[src/source/pipe_consts.svh]
`ifndef PIPE_CONSTS_SVH
`define PIPE_CONSTS_SVH

////////////////////////////////////////////////////////////////////////////
// Widths shared by the back end stages and the data memory
////////////////////////////////////////////////////////////////////////////

// One machine word that holds data, addresses and the pc
`define PIPE_XLEN 32

// Architectural register index
// Register r0 is never written
`define PIPE_RADDR_W 5

// Depth of the data SRAM in words
// The word index is taken from the address just above the byte offset
`define PIPE_SRAM_WORDS 256

`endif
[src/source/pipe_pkg.sv]
`include "pipe_consts.svh"

package pipe_pkg;

    ////////////////////////////////////////////////////////////////////////////
    // Opcodes seen by the execute stage
    ////////////////////////////////////////////////////////////////////////////

    typedef enum logic [3:0] {
        op_add   = 4'd0,
        op_sub   = 4'd1,
        op_and   = 4'd2,
        op_or    = 4'd3,
        op_xor   = 4'd4,
        op_sll   = 4'd5,
        op_srl   = 4'd6,
        op_ld_w  = 4'd7,
        op_ld_h  = 4'd8,
        op_ld_hu = 4'd9,
        op_ld_b  = 4'd10,
        op_ld_bu = 4'd11,
        op_st_w  = 4'd12,
        op_st_h  = 4'd13,
        op_st_b  = 4'd14
    } exe_op_e;

    // Load size and extension, carried into the memory stage
    typedef enum logic [2:0] {
        ld_none = 3'd0,
        ld_w    = 3'd1,
        ld_h    = 3'd2,
        ld_hu   = 3'd3,
        ld_b    = 3'd4,
        ld_bu   = 3'd5
    } load_op_e;

    ////////////////////////////////////////////////////////////////////////////
    // Buses between stages
    ////////////////////////////////////////////////////////////////////////////

    typedef struct packed {
        logic [`PIPE_XLEN-1:0]    pc;
        exe_op_e                  op;
        logic [`PIPE_XLEN-1:0]    src1;
        logic [`PIPE_XLEN-1:0]    src2;     // Also the store data
        logic [`PIPE_XLEN-1:0]    imm;      // Address offset for loads and stores
        logic                     rf_we;
        logic [`PIPE_RADDR_W-1:0] rf_waddr;
    } issue_t;

    typedef struct packed {
        logic [`PIPE_XLEN-1:0]    pc;
        logic                     res_from_mem;
        logic                     rf_we;
        logic [`PIPE_RADDR_W-1:0] rf_waddr;
        logic [`PIPE_XLEN-1:0]    alu_result;   // Holds the address for memory ops
        load_op_e                 load_op;
    } es_to_ms_t;

    typedef struct packed {
        logic [`PIPE_XLEN-1:0]    pc;
        logic                     rf_we;
        logic [`PIPE_RADDR_W-1:0] rf_waddr;
        logic [`PIPE_XLEN-1:0]    rf_wdata;
    } ms_to_ws_t;

    typedef struct packed {
        logic [`PIPE_XLEN-1:0]    pc;
        logic                     rf_we;
        logic [`PIPE_RADDR_W-1:0] rf_waddr;
        logic [`PIPE_XLEN-1:0]    rf_wdata;
    } commit_t;

    typedef struct packed {
        logic                     en;
        logic [`PIPE_XLEN/8-1:0]  wstrb;    // Zero on a read
        logic [`PIPE_XLEN-1:0]    addr;
        logic [`PIPE_XLEN-1:0]    wdata;
    } sram_req_t;

endpackage

[src/source/exe_stage.sv]
`include "pipe_consts.svh"

module exe_stage import pipe_pkg::*; (
    input  logic      clk,
    input  logic      resetn,
    input  logic      in_valid,
    input  issue_t    in_bus,
    output logic      allowin,
    input  logic      ms_allowin,
    output logic      out_valid,
    output es_to_ms_t out_bus,
    output sram_req_t sram_req
);
    logic                       es_valid;
    logic                       ready_go;
    issue_t                     es_bus;
    logic [`PIPE_XLEN-1:0]      mem_addr;
    logic [`PIPE_XLEN-1:0]      alu_out;
    logic                       is_load;
    logic                       is_store;
    load_op_e                   load_op;
    logic [`PIPE_XLEN/8-1:0]    st_strb;
    logic [`PIPE_XLEN-1:0]      st_data;

    ////////////////////////////////////////////////////////////////////////////
    // Stage register
    ////////////////////////////////////////////////////////////////////////////

    assign ready_go  = 1'b1;    // Every op finishes in one cycle
    assign allowin   = ~es_valid | (ready_go & ms_allowin);
    assign out_valid = es_valid & ready_go;

    always_ff @(posedge clk) begin
        if (!resetn) begin
            es_valid <= 1'b0;
        end else if (allowin) begin
            es_valid <= in_valid;
        end
    end

    always_ff @(posedge clk) begin
        if (in_valid && allowin) begin
            es_bus <= in_bus;
        end
    end

    ////////////////////////////////////////////////////////////////////////////
    // ALU and address generation
    ////////////////////////////////////////////////////////////////////////////

    assign mem_addr = es_bus.src1 + es_bus.imm;
    assign is_load  = es_bus.op inside {op_ld_w, op_ld_h, op_ld_hu, op_ld_b, op_ld_bu};
    assign is_store = es_bus.op inside {op_st_w, op_st_h, op_st_b};

    always_comb begin
        case (es_bus.op)
            op_add:  alu_out = es_bus.src1 + es_bus.src2;
            op_sub:  alu_out = es_bus.src1 - es_bus.src2;
            op_and:  alu_out = es_bus.src1 & es_bus.src2;
            op_or:   alu_out = es_bus.src1 | es_bus.src2;
            op_xor:  alu_out = es_bus.src1 ^ es_bus.src2;
            op_sll:  alu_out = es_bus.src1 << es_bus.src2[4:0];
            op_srl:  alu_out = es_bus.src1 >> es_bus.src2[4:0];
            default: alu_out = mem_addr;   // Loads and stores pass the address on
        endcase
    end

    always_comb begin
        case (es_bus.op)
            op_ld_w:  load_op = ld_w;
            op_ld_h:  load_op = ld_h;
            op_ld_hu: load_op = ld_hu;
            op_ld_b:  load_op = ld_b;
            op_ld_bu: load_op = ld_bu;
            default:  load_op = ld_none;
        endcase
    end

    // Store data is replicated so the addressed lane always holds it
    always_comb begin
        case (es_bus.op)
            op_st_w: begin
                st_data = es_bus.src2;
                st_strb = 4'b1111;
            end
            op_st_h: begin
                st_data = {2{es_bus.src2[15:0]}};
                st_strb = mem_addr[1] ? 4'b1100 : 4'b0011;
            end
            op_st_b: begin
                st_data = {4{es_bus.src2[7:0]}};
                st_strb = 4'b0001 << mem_addr[1:0];
            end
            default: begin
                st_data = '0;
                st_strb = '0;
            end
        endcase
    end

    // The request fires on the same edge that moves the item into memory
    assign sram_req.en    = es_valid & ready_go & ms_allowin & (is_load | is_store);
    assign sram_req.wstrb = st_strb;
    assign sram_req.addr  = mem_addr;
    assign sram_req.wdata = st_data;

    assign out_bus.pc           = es_bus.pc;
    assign out_bus.res_from_mem = is_load;
    assign out_bus.rf_we        = es_bus.rf_we & ~is_store;   // Stores never write back
    assign out_bus.rf_waddr     = es_bus.rf_waddr;
    assign out_bus.alu_result   = alu_out;
    assign out_bus.load_op      = load_op;

endmodule

[config.mk]
export PLATFORM = sky130hd
export DESIGN_NAME = exe_stage
export DESIGN_NICKNAME = d
export VERILOG_FILES = /design/src/source/pipe_pkg.sv /design/src/source/exe_stage.sv
export VERILOG_INCLUDE_DIRS = /design/src /design/src/source
export SDC_FILE = /design/constraint.sdc
export NUM_CORES = 1
export LEC_CHECK = 0
export BUFFER_PORTS_ARGS = -buffer_cell sky130_fd_sc_hd__buf_2
export CAP_MARGIN = 20
export CORE_UTILIZATION = 57
export CTS_CLUSTER_DIAMETER = 200
export DETAILED_ROUTE_END_ITERATION = 8
export PLACE_DENSITY = 0.78
export SYNTH_ARGS = -nofsm -noshare
export SYNTH_HDL_FRONTEND = slang
export SYNTH_SLANG_ARGS = --single-unit
[constraint.sdc]
create_clock -name clk -period 5.7 [get_ports clk]
set_clock_uncertainty 0.2 [all_clocks]
set_input_delay 0.285 -clock clk [delete_from_list [all_inputs] [get_ports clk]]
set_output_delay 0.285 -clock clk [all_outputs]
set_load 0.1 [all_outputs]
==> results of run 1 <==
## area by class of cell
cell class              instances  area, µm²  area share
multi-input cells            1233       9295      0.5125
flip-flops and latches        139       4164      0.2296
repair buffers                476       3328      0.1835
clock buffers                  17      425.4     0.02346
well taps                     324      405.4     0.02235
inverters                      84      315.3     0.01739
clock inverters                15      200.2     0.01104
diodes                          1      2.502   0.0001380
## flip-flops by register name, summed over array words and instances (netlist names)
register and cells:
out_valid 1, es_bus 101, out_bus 37
## cells in the mapped netlist, types with 19 or more instances
cell | instances | share of area
sky130_fd_sc_hd__o211ai_1 | 22 | 0.012
sky130_fd_sc_hd__o22ai_1 | 19 | 0.0083
sky130_fd_sc_hd__mux2i_1 | 63 | 0.044
sky130_fd_sc_hd__inv_1 | 81 | 0.021
sky130_fd_sc_hd__ha_1 | 128 | 0.11
sky130_fd_sc_hd__a21o_1 | 24 | 0.013
sky130_fd_sc_hd__nor2_1 | 159 | 0.042
sky130_fd_sc_hd__a221oi_1 | 19 | 0.012
sky130_fd_sc_hd__buf_4 | 39 | 0.020
sky130_fd_sc_hd__xnor2_1 | 57 | 0.035
sky130_fd_sc_hd__nand3_1 | 24 | 0.0084
sky130_fd_sc_hd__nor3_1 | 25 | 0.0088
sky130_fd_sc_hd__edfxtp_1 | 138 | 0.29
sky130_fd_sc_hd__o21ai_0 | 97 | 0.034
sky130_fd_sc_hd__xor2_1 | 20 | 0.012
sky130_fd_sc_hd__nand2_1 | 119 | 0.031
sky130_fd_sc_hd__a21oi_1 | 156 | 0.055
sky130_fd_sc_hd__a211oi_1 | 20 | 0.011
sky130_fd_sc_hd__mux4_2 | 47 | 0.074
sky130_fd_sc_hd__nand2b_1 | 26 | 0.011
sky130_fd_sc_hd__clkbuf_1 | 55 | 0.014
## cell families (layout without fill, tap and decap cells)
kind of cell	count (synthesis)	in the layout
flops	139	139
compound gates	472	472
other cells	0	1
buf+inv	211	592
fa+ha+maj	130	130
simple gates	439	439
mux	114	114
xor+xnor	78	78
## power breakdown
group,internal [µW],switching [µW],leakage (µW),total (µW)
combinational,666,1780,0.00621,2450
sequential,1200,80.6,0.00134,1280
clock,676,606,0.000304,1280
## routing by layer
layer | track usage | vias to the layer above | share of wire | wire (µm)
met1 | 0.5488 | 7186 | 0.37 | 21050
li1 | - | 6588 | - | -
met3 | 0.08290 | 279 | 0.11 | 6299
met4 | 0.2528 | 0 | 0.062 | 3541
met5 | 0 | - | 0 | 0
met2 | 0.6905 | 1274 | 0.46 | 25990
## per-stage QoR
stage	cell area [µm²]	power [µW]
finish	18140	5006
global route	18130	5118
CTS	18040	4912
detailed placement	16010	3581
global placement	16010	3559
floorplan	14310	3081
## worst max-delay path, delay by kind of cell (launching register included)
kind	cells	cell delay (ns)
xor+xnor	1	0.11
flops	1	0.51
buf+inv	1	0.18
compound gates	6	1.33
simple gates	8	2.07
fa+ha+maj	1	0.44
## worst paths after layout
| kind | start | to | cells past startpoint |
|---|---|---|---|
| worst max-delay path | es_bus[47] | out_bus[33] | 17 |
| worst min-delay path | in_valid | es_bus[54] | 2 |
| worst min register to register | out_valid | es_bus[54] | 2 |
| worst max register to register | out_valid | out_bus[73] | 3 |
## timing repair
action / in CTS / in global routing
pin swaps: 0 / 2
gates cloned: 0 / 0
setup endpoints to repair: 1 / 10
setup buffers: 0 / 4
hold buffers: 140 / 0
endpoints found under the hold margin: 139 / 0
resized for setup: 1 / 15
==> run summary, run 1 <==
The flow ran to the end, and the final reports show no timing, DRC or antenna violations. The count of mapped cells out of synthesis came out at about 1600. Detailed placement ended at an HPWL of 38220 µm.

The headroom to the max-slew limit is 0.3174. The worst setup path is launched from a flip-flop. For this run, the leading register cell type out of synthesis is sky130_fd_sc_hd__edfxtp_1. The total of warnings raised by yosys came out at 0.

The distinct cell type count of the synthesized netlist came out at 80. Entering global routing, the biggest net connects 80 pins. The slew at the pin with the worst max-slew slack is roughly 1 ns. The area share of fa/ha/maj cells after synthesis is 0.1149.

The count of nets left with antenna violations after detail routing is 0. Of the total synthesized cell area, the portion taken by XOR and XNOR cells is 0.04914. At the end of routability-driven placement, the weighted congestion stood at roughly 0.99. For this configuration, the core starts out at a cell density of 0.5839.

The post-synthesis async set-or-reset flop share is 0. The largest fanout on the critical path is 9. The die boundary width is approximately 160 µm. The share of the Yosys chip area taken by registers is 0.2915. The worst hold slack across all endpoints came out at roughly 0.11 ns. Walking the worst path, the cells encountered are or4_4 > or3_4 > nor2_1 > nand4_1 > o31ai_2 > xnor2_1 > ha_2 > nand4_1 > nor2_1 > a211oi_1 > o21ai_0 > nand2_1 > a31oi_4 > a31oi_1 > and4b_1 > o32a_1 > buf_12.

The count of nets after finishing came out at 2223. The detailed-route DRC error count is 0. The portion of the clock cycle consumed by the worst path in the final layout is 0.9758.

The final cell count without fillers is ~2300. The slowest stage of the critical path belongs to the cell sky130_fd_sc_hd__or4_4. The first-pass detailed-route iteration total came out at 7. The final-layout fill cell count came out at between 1500 and 2000. When the netlist entered floorplanning its net count stood at roughly 1900. The total detailed-routing wirelength is between 50000 and 60000 µm. The delay of the slowest critical-path stage is between 0.5 and 0.6 ns. The count of pins over their slew limit came out at 0. The I/O pin count is roughly 290. The count of clock tree sinks is between 100 and 150. The initialized floorplan defines between 50 and 60 standard-cell rows.

The utilization after layout came out at 0.7414. TritonCTS built the clock tree. The clock tree synthesis step divided the H-tree into 4 levels. The post-detailed-route wirelength per cell came out at 24.85 µm. The area of the placeable core is between 20000 and 25000 µm².

The setup TNS is 0 ns. The setup violation total in the final timing report is 0. For this run, the total global-route usage over all layers was measured as 0.4327. The final period demand of the worst path is ~5.6 ns. The worst path setup slack after routing came out at roughly 0.14 ns. The vertical extent of the die came out at 160.3 µm.

The number of antenna violations at the first check in global routing came to 1. The fraction of final layout cells with drive strength greater than 1 came out at 0.2439. OpenSTA, run right after detailed placement, puts the worst setup slack at around 0.44 ns. Of the total synthesized cell area, the portion taken by AND, OR, NAND and NOR gates is 0.1432. The via density per instance came out at around 6.7. The critical path class is reg -> out.

The count of placed standard cells including taps is roughly 2100. In this run the register-to-register setup slack is 3.57 ns. The number of maximum-capacitance constraint violations is 0. Leaving out fill and tap cells, the most frequent cell in the layout is sky130_fd_sc_hd__buf_2.

The area growth from synthesis to layout is 26.97%. The maximum clock insertion buffer count is 2. The type of the most critical hold path is in -> reg. In the layout the commonest cells are sky130_fd_sc_hd__buf_2, sky130_fd_sc_hd__nor2_1, sky130_fd_sc_hd__a21oi_1. The analysis attributes to cell leakage a power of 0.007854 µW. In this run, CTS created clock tree buffers numbering 17. Static timing analysis puts the maximum clock frequency at ~180 MHz. IR analysis of the VDD net gives a maximum drop of about 0.00028 V. By area, the combinational part of the netlist is dominated by compound AO/OA/AOI/OAI gates.

The die area is roughly 26000 µm². At the later pin of the worst-skew pair, clock insertion delay measures ~0.43 ns. The area of the mapped netlist is approximately 14000 µm². The post-synthesis compound-gate area fraction is 0.2127. The count of port buffers added during placement is roughly 290. Averaged over all synthesized cells, the footprint is ~9 µm². After global routing the overflow that remains totals 0. The power per cell area is about 280 nW/µm². The fraction of synthesized area in multiplexers is 0.1214. At the worst endpoint, the arrival time is around 5.1 ns. Setup repair after global routing could not meet its margin everywhere. The final route contains 15330 vias. The master cell of the clock root buffer is sky130_fd_sc_hd__clkbuf_16. The global-route wire length before repair came out at roughly 85000 µm. Yosys mapped a number of flops with a built-in enable equal to between 100 and 150. The via count of the first global-routing pass came to approximately 15000. The required time of the worst setup path came out at 5.22 ns. The violation count after the first detailed-route iteration came out at between 2000 and 2500. STA classifies the critical path endpoint as an output port. The number of endpoints with negative hold slack in the final report came to 0. After clock tree synthesis, the clock-pin slew on the worst setup and hold paths is roughly 0.1 ns. The flip-flop and latch count after synthesis is ~140.
Note: power is estimated with default switching activity, not from simulation.
==> run 2: changes to the inputs <==
--- a/config.mk
+++ b/config.mk
@@ -12,6 +12,7 @@
 export CTS_CLUSTER_DIAMETER = 200
 export DETAILED_ROUTE_END_ITERATION = 8
 export PLACE_DENSITY = 0.78
+export RECOVER_POWER = 100
 export SYNTH_ARGS = -nofsm -noshare
 export SYNTH_HDL_FRONTEND = slang
 export SYNTH_SLANG_ARGS = --single-unit
==> run 2 against run 1 <==
The flow now finishes with violations (max-capacitance violations, max-slew violations). Combinational power hardly changed. Flip-flop and latch count stayed put. Cell count did not move. Sequential power barely moved. First-iteration DRC count fell by 7.2%. Sequential share of layout area grew 0.22 points. Clock power about the same. Critical path type unchanged. Largest power group unchanged.
==> run summary, run 2 (synthesized netlist as in run 1, its figures left out) <==
The flow ran to the end, but the final reports show violations. The final reports fail on max-capacitance violations, max-slew violations. The area of all placed cells without fillers is ~18000 µm². More flip-flops sit in one register than any other, and that register is es_bus. The required time of the worst setup path came out at 5.22 ns.

After detailed routing, the number of vias per cell comes to roughly 6.7. The depth of the CTS H-tree came out at 4. The arrival time of data at the critical path endpoint is ~5.1 ns. Setup repair after global routing could not meet its margin everywhere. The die area is ~26000 µm². The worst ir drop on vdd came out at 0.0002835 V. The starting density of the core came out at 0.5839. The first global-routing pass estimated about 85000 µm of wire. The detailed-route DRC error count came out at 0. The count of clock tree sinks is about 140. The clock passes through at most 2 buffers.

The via count of the first global-routing pass came out at 14650. The library cells used most frequently in the layout, excluding fill and tap cells, are sky130_fd_sc_hd__nor2_1, sky130_fd_sc_hd__a21oi_1, sky130_fd_sc_hd__buf_2. The worst hold path belongs to the class in -> reg. The worst setup path is launched from a flip-flop.

The vertical extent of the die came out at around 160 µm. Clock tree synthesis inserted a total of 17 buffers. The number of placement rows came out at between 50 and 60.

The number of maximum-capacitance constraint violations is 2. In the final layout, the share of cells above drive strength 1 is 0.1767. The standby leakage power is ~0.0074 µW.

The I/O pin count is between 200 and 300. The final period demand of the worst path is 5.555 ns. The headroom to the max-slew limit is -0.9643. The number of flip-flops in the largest register came out at approximately 100. The kind of capture point of the worst setup path is an output port. The power per cell area came out at roughly 280 nW/µm². The utilization after layout is 0.7343. In this run the cell area measured after placement is roughly 16000 µm². The number of endpoints with negative hold slack in the final report is 0. The worst setup path is of the reg -> out kind. Relative to the synthesized area, the layout overhead comes to 25.76%.

After detailed routing, the average wire length per cell comes to around 25 µm. Along the worst path, the maximum fanout reaches slightly above 60. The largest net degree at the start of global routing is 80. The placer congestion estimate is 0.9863. In the global route stage, overall resource usage came out at 0.4327.

The clock-pin slew on the worst setup and hold paths came out at 0.10 ns. The die boundary width is between 150 and 200 µm. After detailed routing, the total wire length is about 57000 µm.

The remaining global-route overflow came out at 0. The slew at the pin with the worst max-slew slack came out at 2.946 ns. The library cell used most frequently in the layout, excluding fill and tap cells, is sky130_fd_sc_hd__nor2_1. The count of nets after finishing came out at between 2000 and 2500.

In this run the remaining antenna-violating nets after routing total 0. The area of the placeable core is approximately 24000 µm². The first TritonRoute pass finished after 6 iterations.

The maximum clock frequency came out at 180.0 MHz. The number of antenna violations at the first check in global routing is 1. The portion of the clock cycle consumed by the worst path in the final layout came out at 0.9746. The clock latency at the later pin of the worst-skew pair is 0.43 ns. The count of port buffers added during placement is 286.

The count of pins over their slew limit came out at between 100 and 150. TritonCTS built the clock tree. Clock tree synthesis selected as its root buffer the cell sky130_fd_sc_hd__clkbuf_16. The detailed router finished its first iteration with 1928 violations.

Summing over every cut layer, the via total after detailed routing is 15280. The setup violation total in the final timing report came out at 0. The detailed-placement wirelength estimate came out at 38220 µm.
-- run 2: cell types whose count changed in the layout (fill, tap and decap cells not counted), sizes merged --
cell,previous run,this run
clkbuf,17,157
buf,336,196
-- run 2: metrics by stage --
stage          std cells  hold slack, ns  TNS [ns]  power [µW]  setup WS (ns)
5_1_grt             2288          0.3470  -0.07163        5095       -0.07163
3_5_place_dp        2112          0.2631         0        3581         0.4374
3_3_place_gp        2112          0.2615         0        3559         0.5605
6_report            2289          0.3267         0        4980         0.1446
2_1_floorplan       1583          0.1839  -0.08254        3081       -0.08254
4_1_cts             2284         0.09778         0        4912       0.001013
-- run 2: final cells by class --
cell class,count,area (µm²)
fillers,1869,6499
clock inverters,15,200.2
flip-flops and latches,139,4164
multi-input cells,1233,9293
inverters,84,315.3
repair buffers,476,3158
well taps,324,405.4
diodes,1,2.502
clock buffers,17,425.4
-- run 2: routing by layer --
layer / vias up / GRT usage / part of all wire
li1: 6593 / - / -
met1: 7193 / 0.5488 / 0.37
met2: 1212 / 0.6905 / 0.46
met3: 281 / 0.08290 / 0.11
met4: 0 / 0.2528 / 0.059
met5: - / 0 / 0
-- run 2: repair_timing --
item                       CTS  global route
hold buffers               140             0
hold endpoints to repair   139             0
pin swaps                    0             2
setup endpoints to repair    1            10
setup buffers                0             4
gates resized for setup      1            15
-- run 2: worst paths after layout --
path              startpoint     endpoint  slack (ns)  depth (start not counted)
setup / recovery  es_bus[39]  out_bus[10]        0.14                         12
hold / removal    in_bus[34]   es_bus[34]        0.33                          2
setup reg to reg   out_valid   es_bus[84]        1.75                          3
hold reg to reg    out_valid    out_valid        0.92                          3
-- run 2: worst max-delay path: stages (launching register included) --
cell and delay, ns:
sky130_fd_sc_hd__edfxtp_1 0.47, sky130_fd_sc_hd__clkbuf_2 0.58, sky130_fd_sc_hd__buf_4 0.75, sky130_fd_sc_hd__nor2_1 0.19
sky130_fd_sc_hd__a21o_1 0.21, sky130_fd_sc_hd__o21ai_0 0.26, sky130_fd_sc_hd__mux2i_1 0.16, sky130_fd_sc_hd__o21ai_0 0.58
sky130_fd_sc_hd__nand2_1 0.11, sky130_fd_sc_hd__nand2_1 0.08, sky130_fd_sc_hd__a21oi_1 0.10, sky130_fd_sc_hd__a21oi_1 0.21
sky130_fd_sc_hd__clkbuf_1 0.88
-- run 2: report_power, final --
group | switching [µW] | internal (µW) | total (µW)
Combinational | 1780 | 638 | 2420
Sequential | 81.3 | 1200 | 1280
Clock | 602 | 676 | 1280
==> run 3: changes to the inputs <==
--- a/config.mk
+++ b/config.mk
@@ -11,8 +11,10 @@
 export CORE_UTILIZATION = 57
 export CTS_CLUSTER_DIAMETER = 200
 export DETAILED_ROUTE_END_ITERATION = 8
+export MAX_ROUTING_LAYER = met4
 export PLACE_DENSITY = 0.78
 export RECOVER_POWER = 100
+export SKIP_LAST_GASP = 1
 export SYNTH_ARGS = -nofsm -noshare
 export SYNTH_HDL_FRONTEND = slang
 export SYNTH_SLANG_ARGS = --single-unit
==> run 3 against run 2 <==
The run still ends with max-capacitance violations, max-slew violations left. Count of clock-buffer cells in the layout stayed put. Fmax decreased by 1.7%. Wire length is 1.3% higher. Critical path depth increased by 4. Combinational power is essentially flat. Clock power down 5%. Total power fell by 1.2%.
==> run summary, run 3 (synthesized netlist as in run 1, its figures left out) <==
The worst hold path begins at in_bus[134]. The register with the most flip-flops is es_bus. The number of endpoints with negative hold slack in the final report is 0.

The area of the placeable core is approximately 24000 µm². The critical path's top delay family is simple AND/OR/NAND/NOR gates. The tightest min-delay check is of the in -> reg type.

The critical path is of the reg -> out type. The relative contribution of the clock network to total power came out at 0.247. The final period demand of the worst path came out at roughly 5.7 ns. After the last flow step, the layout net total stands at approximately 2200. The clock-pin slew on the worst setup and hold paths is roughly 0.09 ns. The vias after detailed routing came out at 15270. STA classifies the critical path endpoint as an output port. The standby leakage power came out at 0.007424 µW. The die boundary width came out at approximately 160 µm.

CTS saw about 140 sinks. Compared with the post-synthesis result, the final layout area differs by 25.27%. The number of placement rows is 57.

After filler insertion, the fill cell instance count of the layout stands at roughly 1900. The delay of the slowest critical-path stage came out at a little under 0.6 ns. The internal power came out at about 2400 µW.

The number of buffers and inverters on the critical path came out at 1. Prior to clock tree synthesis, the placed netlist has a worst setup slack of about 0.45 ns. The part of the total power dissipated in combinational logic is 0.492.

In the final routed layout, each cell accounts on average for between 20 and 30 µm. The count of nets left with antenna violations after detail routing came out at 0. TritonCTS built the clock tree. STA classifies the critical path startpoint as a flip-flop. The placer congestion estimate is just over 1.

Setup repair after global routing could not meet its margin everywhere. The setup violation total in the final timing report came out at 0. The worst register-to-register path begins at out_valid. At the worst endpoint, the arrival time is approximately 5.2 ns. The maximum clock insertion buffer count is 2. In this run the critical register-to-register path is captured at es_bus[87].

At the later pin of the worst-skew pair, clock insertion delay measures ~0.44 ns. The slew at the pin with the worst max-slew slack is about 2.8 ns. The via density per instance is 6.674.

The worst hold slack across all endpoints came out at around 0.34 ns. Setup slack on the worst reg-to-reg path comes out at approximately 0.8 ns. Summed over all nets, the switching power comes to 2495 µW. The path with the worst hold slack has its endpoint at out_bus[70].

For this design, the slowest cell found on the critical path is sky130_fd_sc_hd__or4_4. The die area is between 20000 and 30000 µm². Dividing the final minimum period by the clock period gives 0.9915. During placement, the flow inserted port buffers numbering approximately 290.

The area of placed instances is 16010 µm². The run finished, with violations left. The total detailed-routing wirelength is ~58000 µm.

The number of flip-flops in the largest register is 101. The cell depth of the worst hold path is 2. The final reports fail on max-capacitance violations, max-slew violations. The fraction of final layout cells with drive strength greater than 1 came out at 0.1778. The total clock buffers created by CTS is 17. Global routing finished with a remaining overflow of 0. The required time of the worst setup path is 5.22 ns. Static timing analysis puts the maximum clock frequency at 176.9 MHz. The count of pins over their slew limit came to between 150 and 200. The total power consumption of the routed design is 4922 µW. The library cell used most frequently in the layout, excluding fill and tap cells, is sky130_fd_sc_hd__nor2_1. The detailed-placement wirelength estimate came out at 38720 µm. The share of power burned in registers came out at 0.261. Entering global routing, the biggest net connects 75 pins. In this run the number of H-tree levels came out at 4. The number of antenna violations at the first check in global routing came out at 0. Across every metal layer, demand over resource in global routing totals 0.4536. Clock tree synthesis selected as its root buffer the cell sky130_fd_sc_hd__clkbuf_16.

The worst ir drop on vdd came out at 0.0002994 V. The starting density of the core is 0.5839. The vertical extent of the die is 160.3 µm. The pre-antenna-repair detailed-routing pass consisted of 6 iterations.

The area of all placed cells without fillers came out at 17890 µm². The first global-routing pass estimated around 86000 µm of wire. about 290 I/O pins were placed.

The via count of the first global-routing pass is roughly 14000. The worst reg-to-reg path cell count is 3. The number of maximum-capacitance constraint violations came out at 4.

The largest fanout on the critical path is 5. The violation count after the first detailed-route iteration is just over 2000. The worst pin sits at a relative slew slack of -0.8837.

The detailed-route DRC error count came out at 0. The worst path setup slack after routing is 0.04836 ns. Leaving out fill and tap cells, the most frequent cells in the layout are sky130_fd_sc_hd__nor2_1, sky130_fd_sc_hd__a21oi_1, sky130_fd_sc_hd__dlygate4sd3_1.

The power per cell area came out at around 280 nW/µm². Walking the worst path, the cells encountered are or4_4 > or3_4 > nor4_4 > nor2_1 > xnor2_1 > ha_1 > nand3_1 > a211oi_1 > o31ai_1 > a41oi_2 > nand4_1 > a31oi_2 > a31oi_1 > and4b_1 > o32a_1 > buf_12. Of the total power, the share spent switching nets is 0.5069. Measured on the finished design, the core utilization comes to 0.7315.
-- run 3: how the worst max path moves through the flow --
stage | startpoint | end | slack [ns] | cells past startpoint
CTS | es_bus[46] | out_bus[33] | 0.02 | 17
global placement | es_bus[46] | out_bus[33] | 0.55 | 16
global route | es_bus[48] | out_bus[33] | -0.16 | 17
floorplan | es_bus[38] | out_bus[27] | -0.08 | 18
detailed placement | es_bus[46] | out_bus[33] | 0.45 | 16
finish | es_bus[48] | out_bus[33] | 0.05 | 16
-- run 3: power groups by stage --
| stage | clock network, µW | registers (µW) | logic [µW] |
|---|---|---|---|
| 6_report | 1220 | 1280 | 2420 |
| 5_1_grt | 1240 | 1290 | 2510 |
| 4_1_cts | 1210 | 1270 | 2380 |
| 3_5_place_dp | 0 | 1300 | 2290 |
| 3_3_place_gp | 0 | 1290 | 2270 |
| 2_1_floorplan | 0 | 1280 | 1810 |
-- run 3: cell type report --
class | count | area, µm² | area share
Antenna cell | 1 | 2.502 | 0.0001399
Clock buffer | 17 | 425.4 | 0.02377
Clock inverter | 15 | 175.2 | 0.009790
Inverter | 84 | 315.3 | 0.01762
Multi-Input combinational cell | 1233 | 9266 | 0.5179
Sequential cell | 139 | 4164 | 0.2327
Tap cell | 324 | 405.4 | 0.02266
Timing Repair Buffer | 475 | 3139 | 0.1754
-- run 3: layer usage --
metal  GRT usage  up-vias  share of wire
met5           -        -              0
met4      0.2524        0          0.064
met3     0.07645      284           0.11
met2      0.6996     1250           0.45
met1      0.5675     7133           0.37
li1            -     6602              -
-- run 3: metrics by stage --
stage	TNS [ns]	std cells
finish	0	2288
global route	-0.2037	2287
CTS	0	2284
detailed placement	0	2112
global placement	0	2112
floorplan	-0.08254	1583
-- run 3: what timing repair did --
action                                  CTS  global route
gates resized for setup                   2            11
pin swaps                                 0             2
hold buffers                            140             0
endpoints found under the setup margin    1            13
endpoints found under the hold margin   139             0
buffers inserted                          0             3
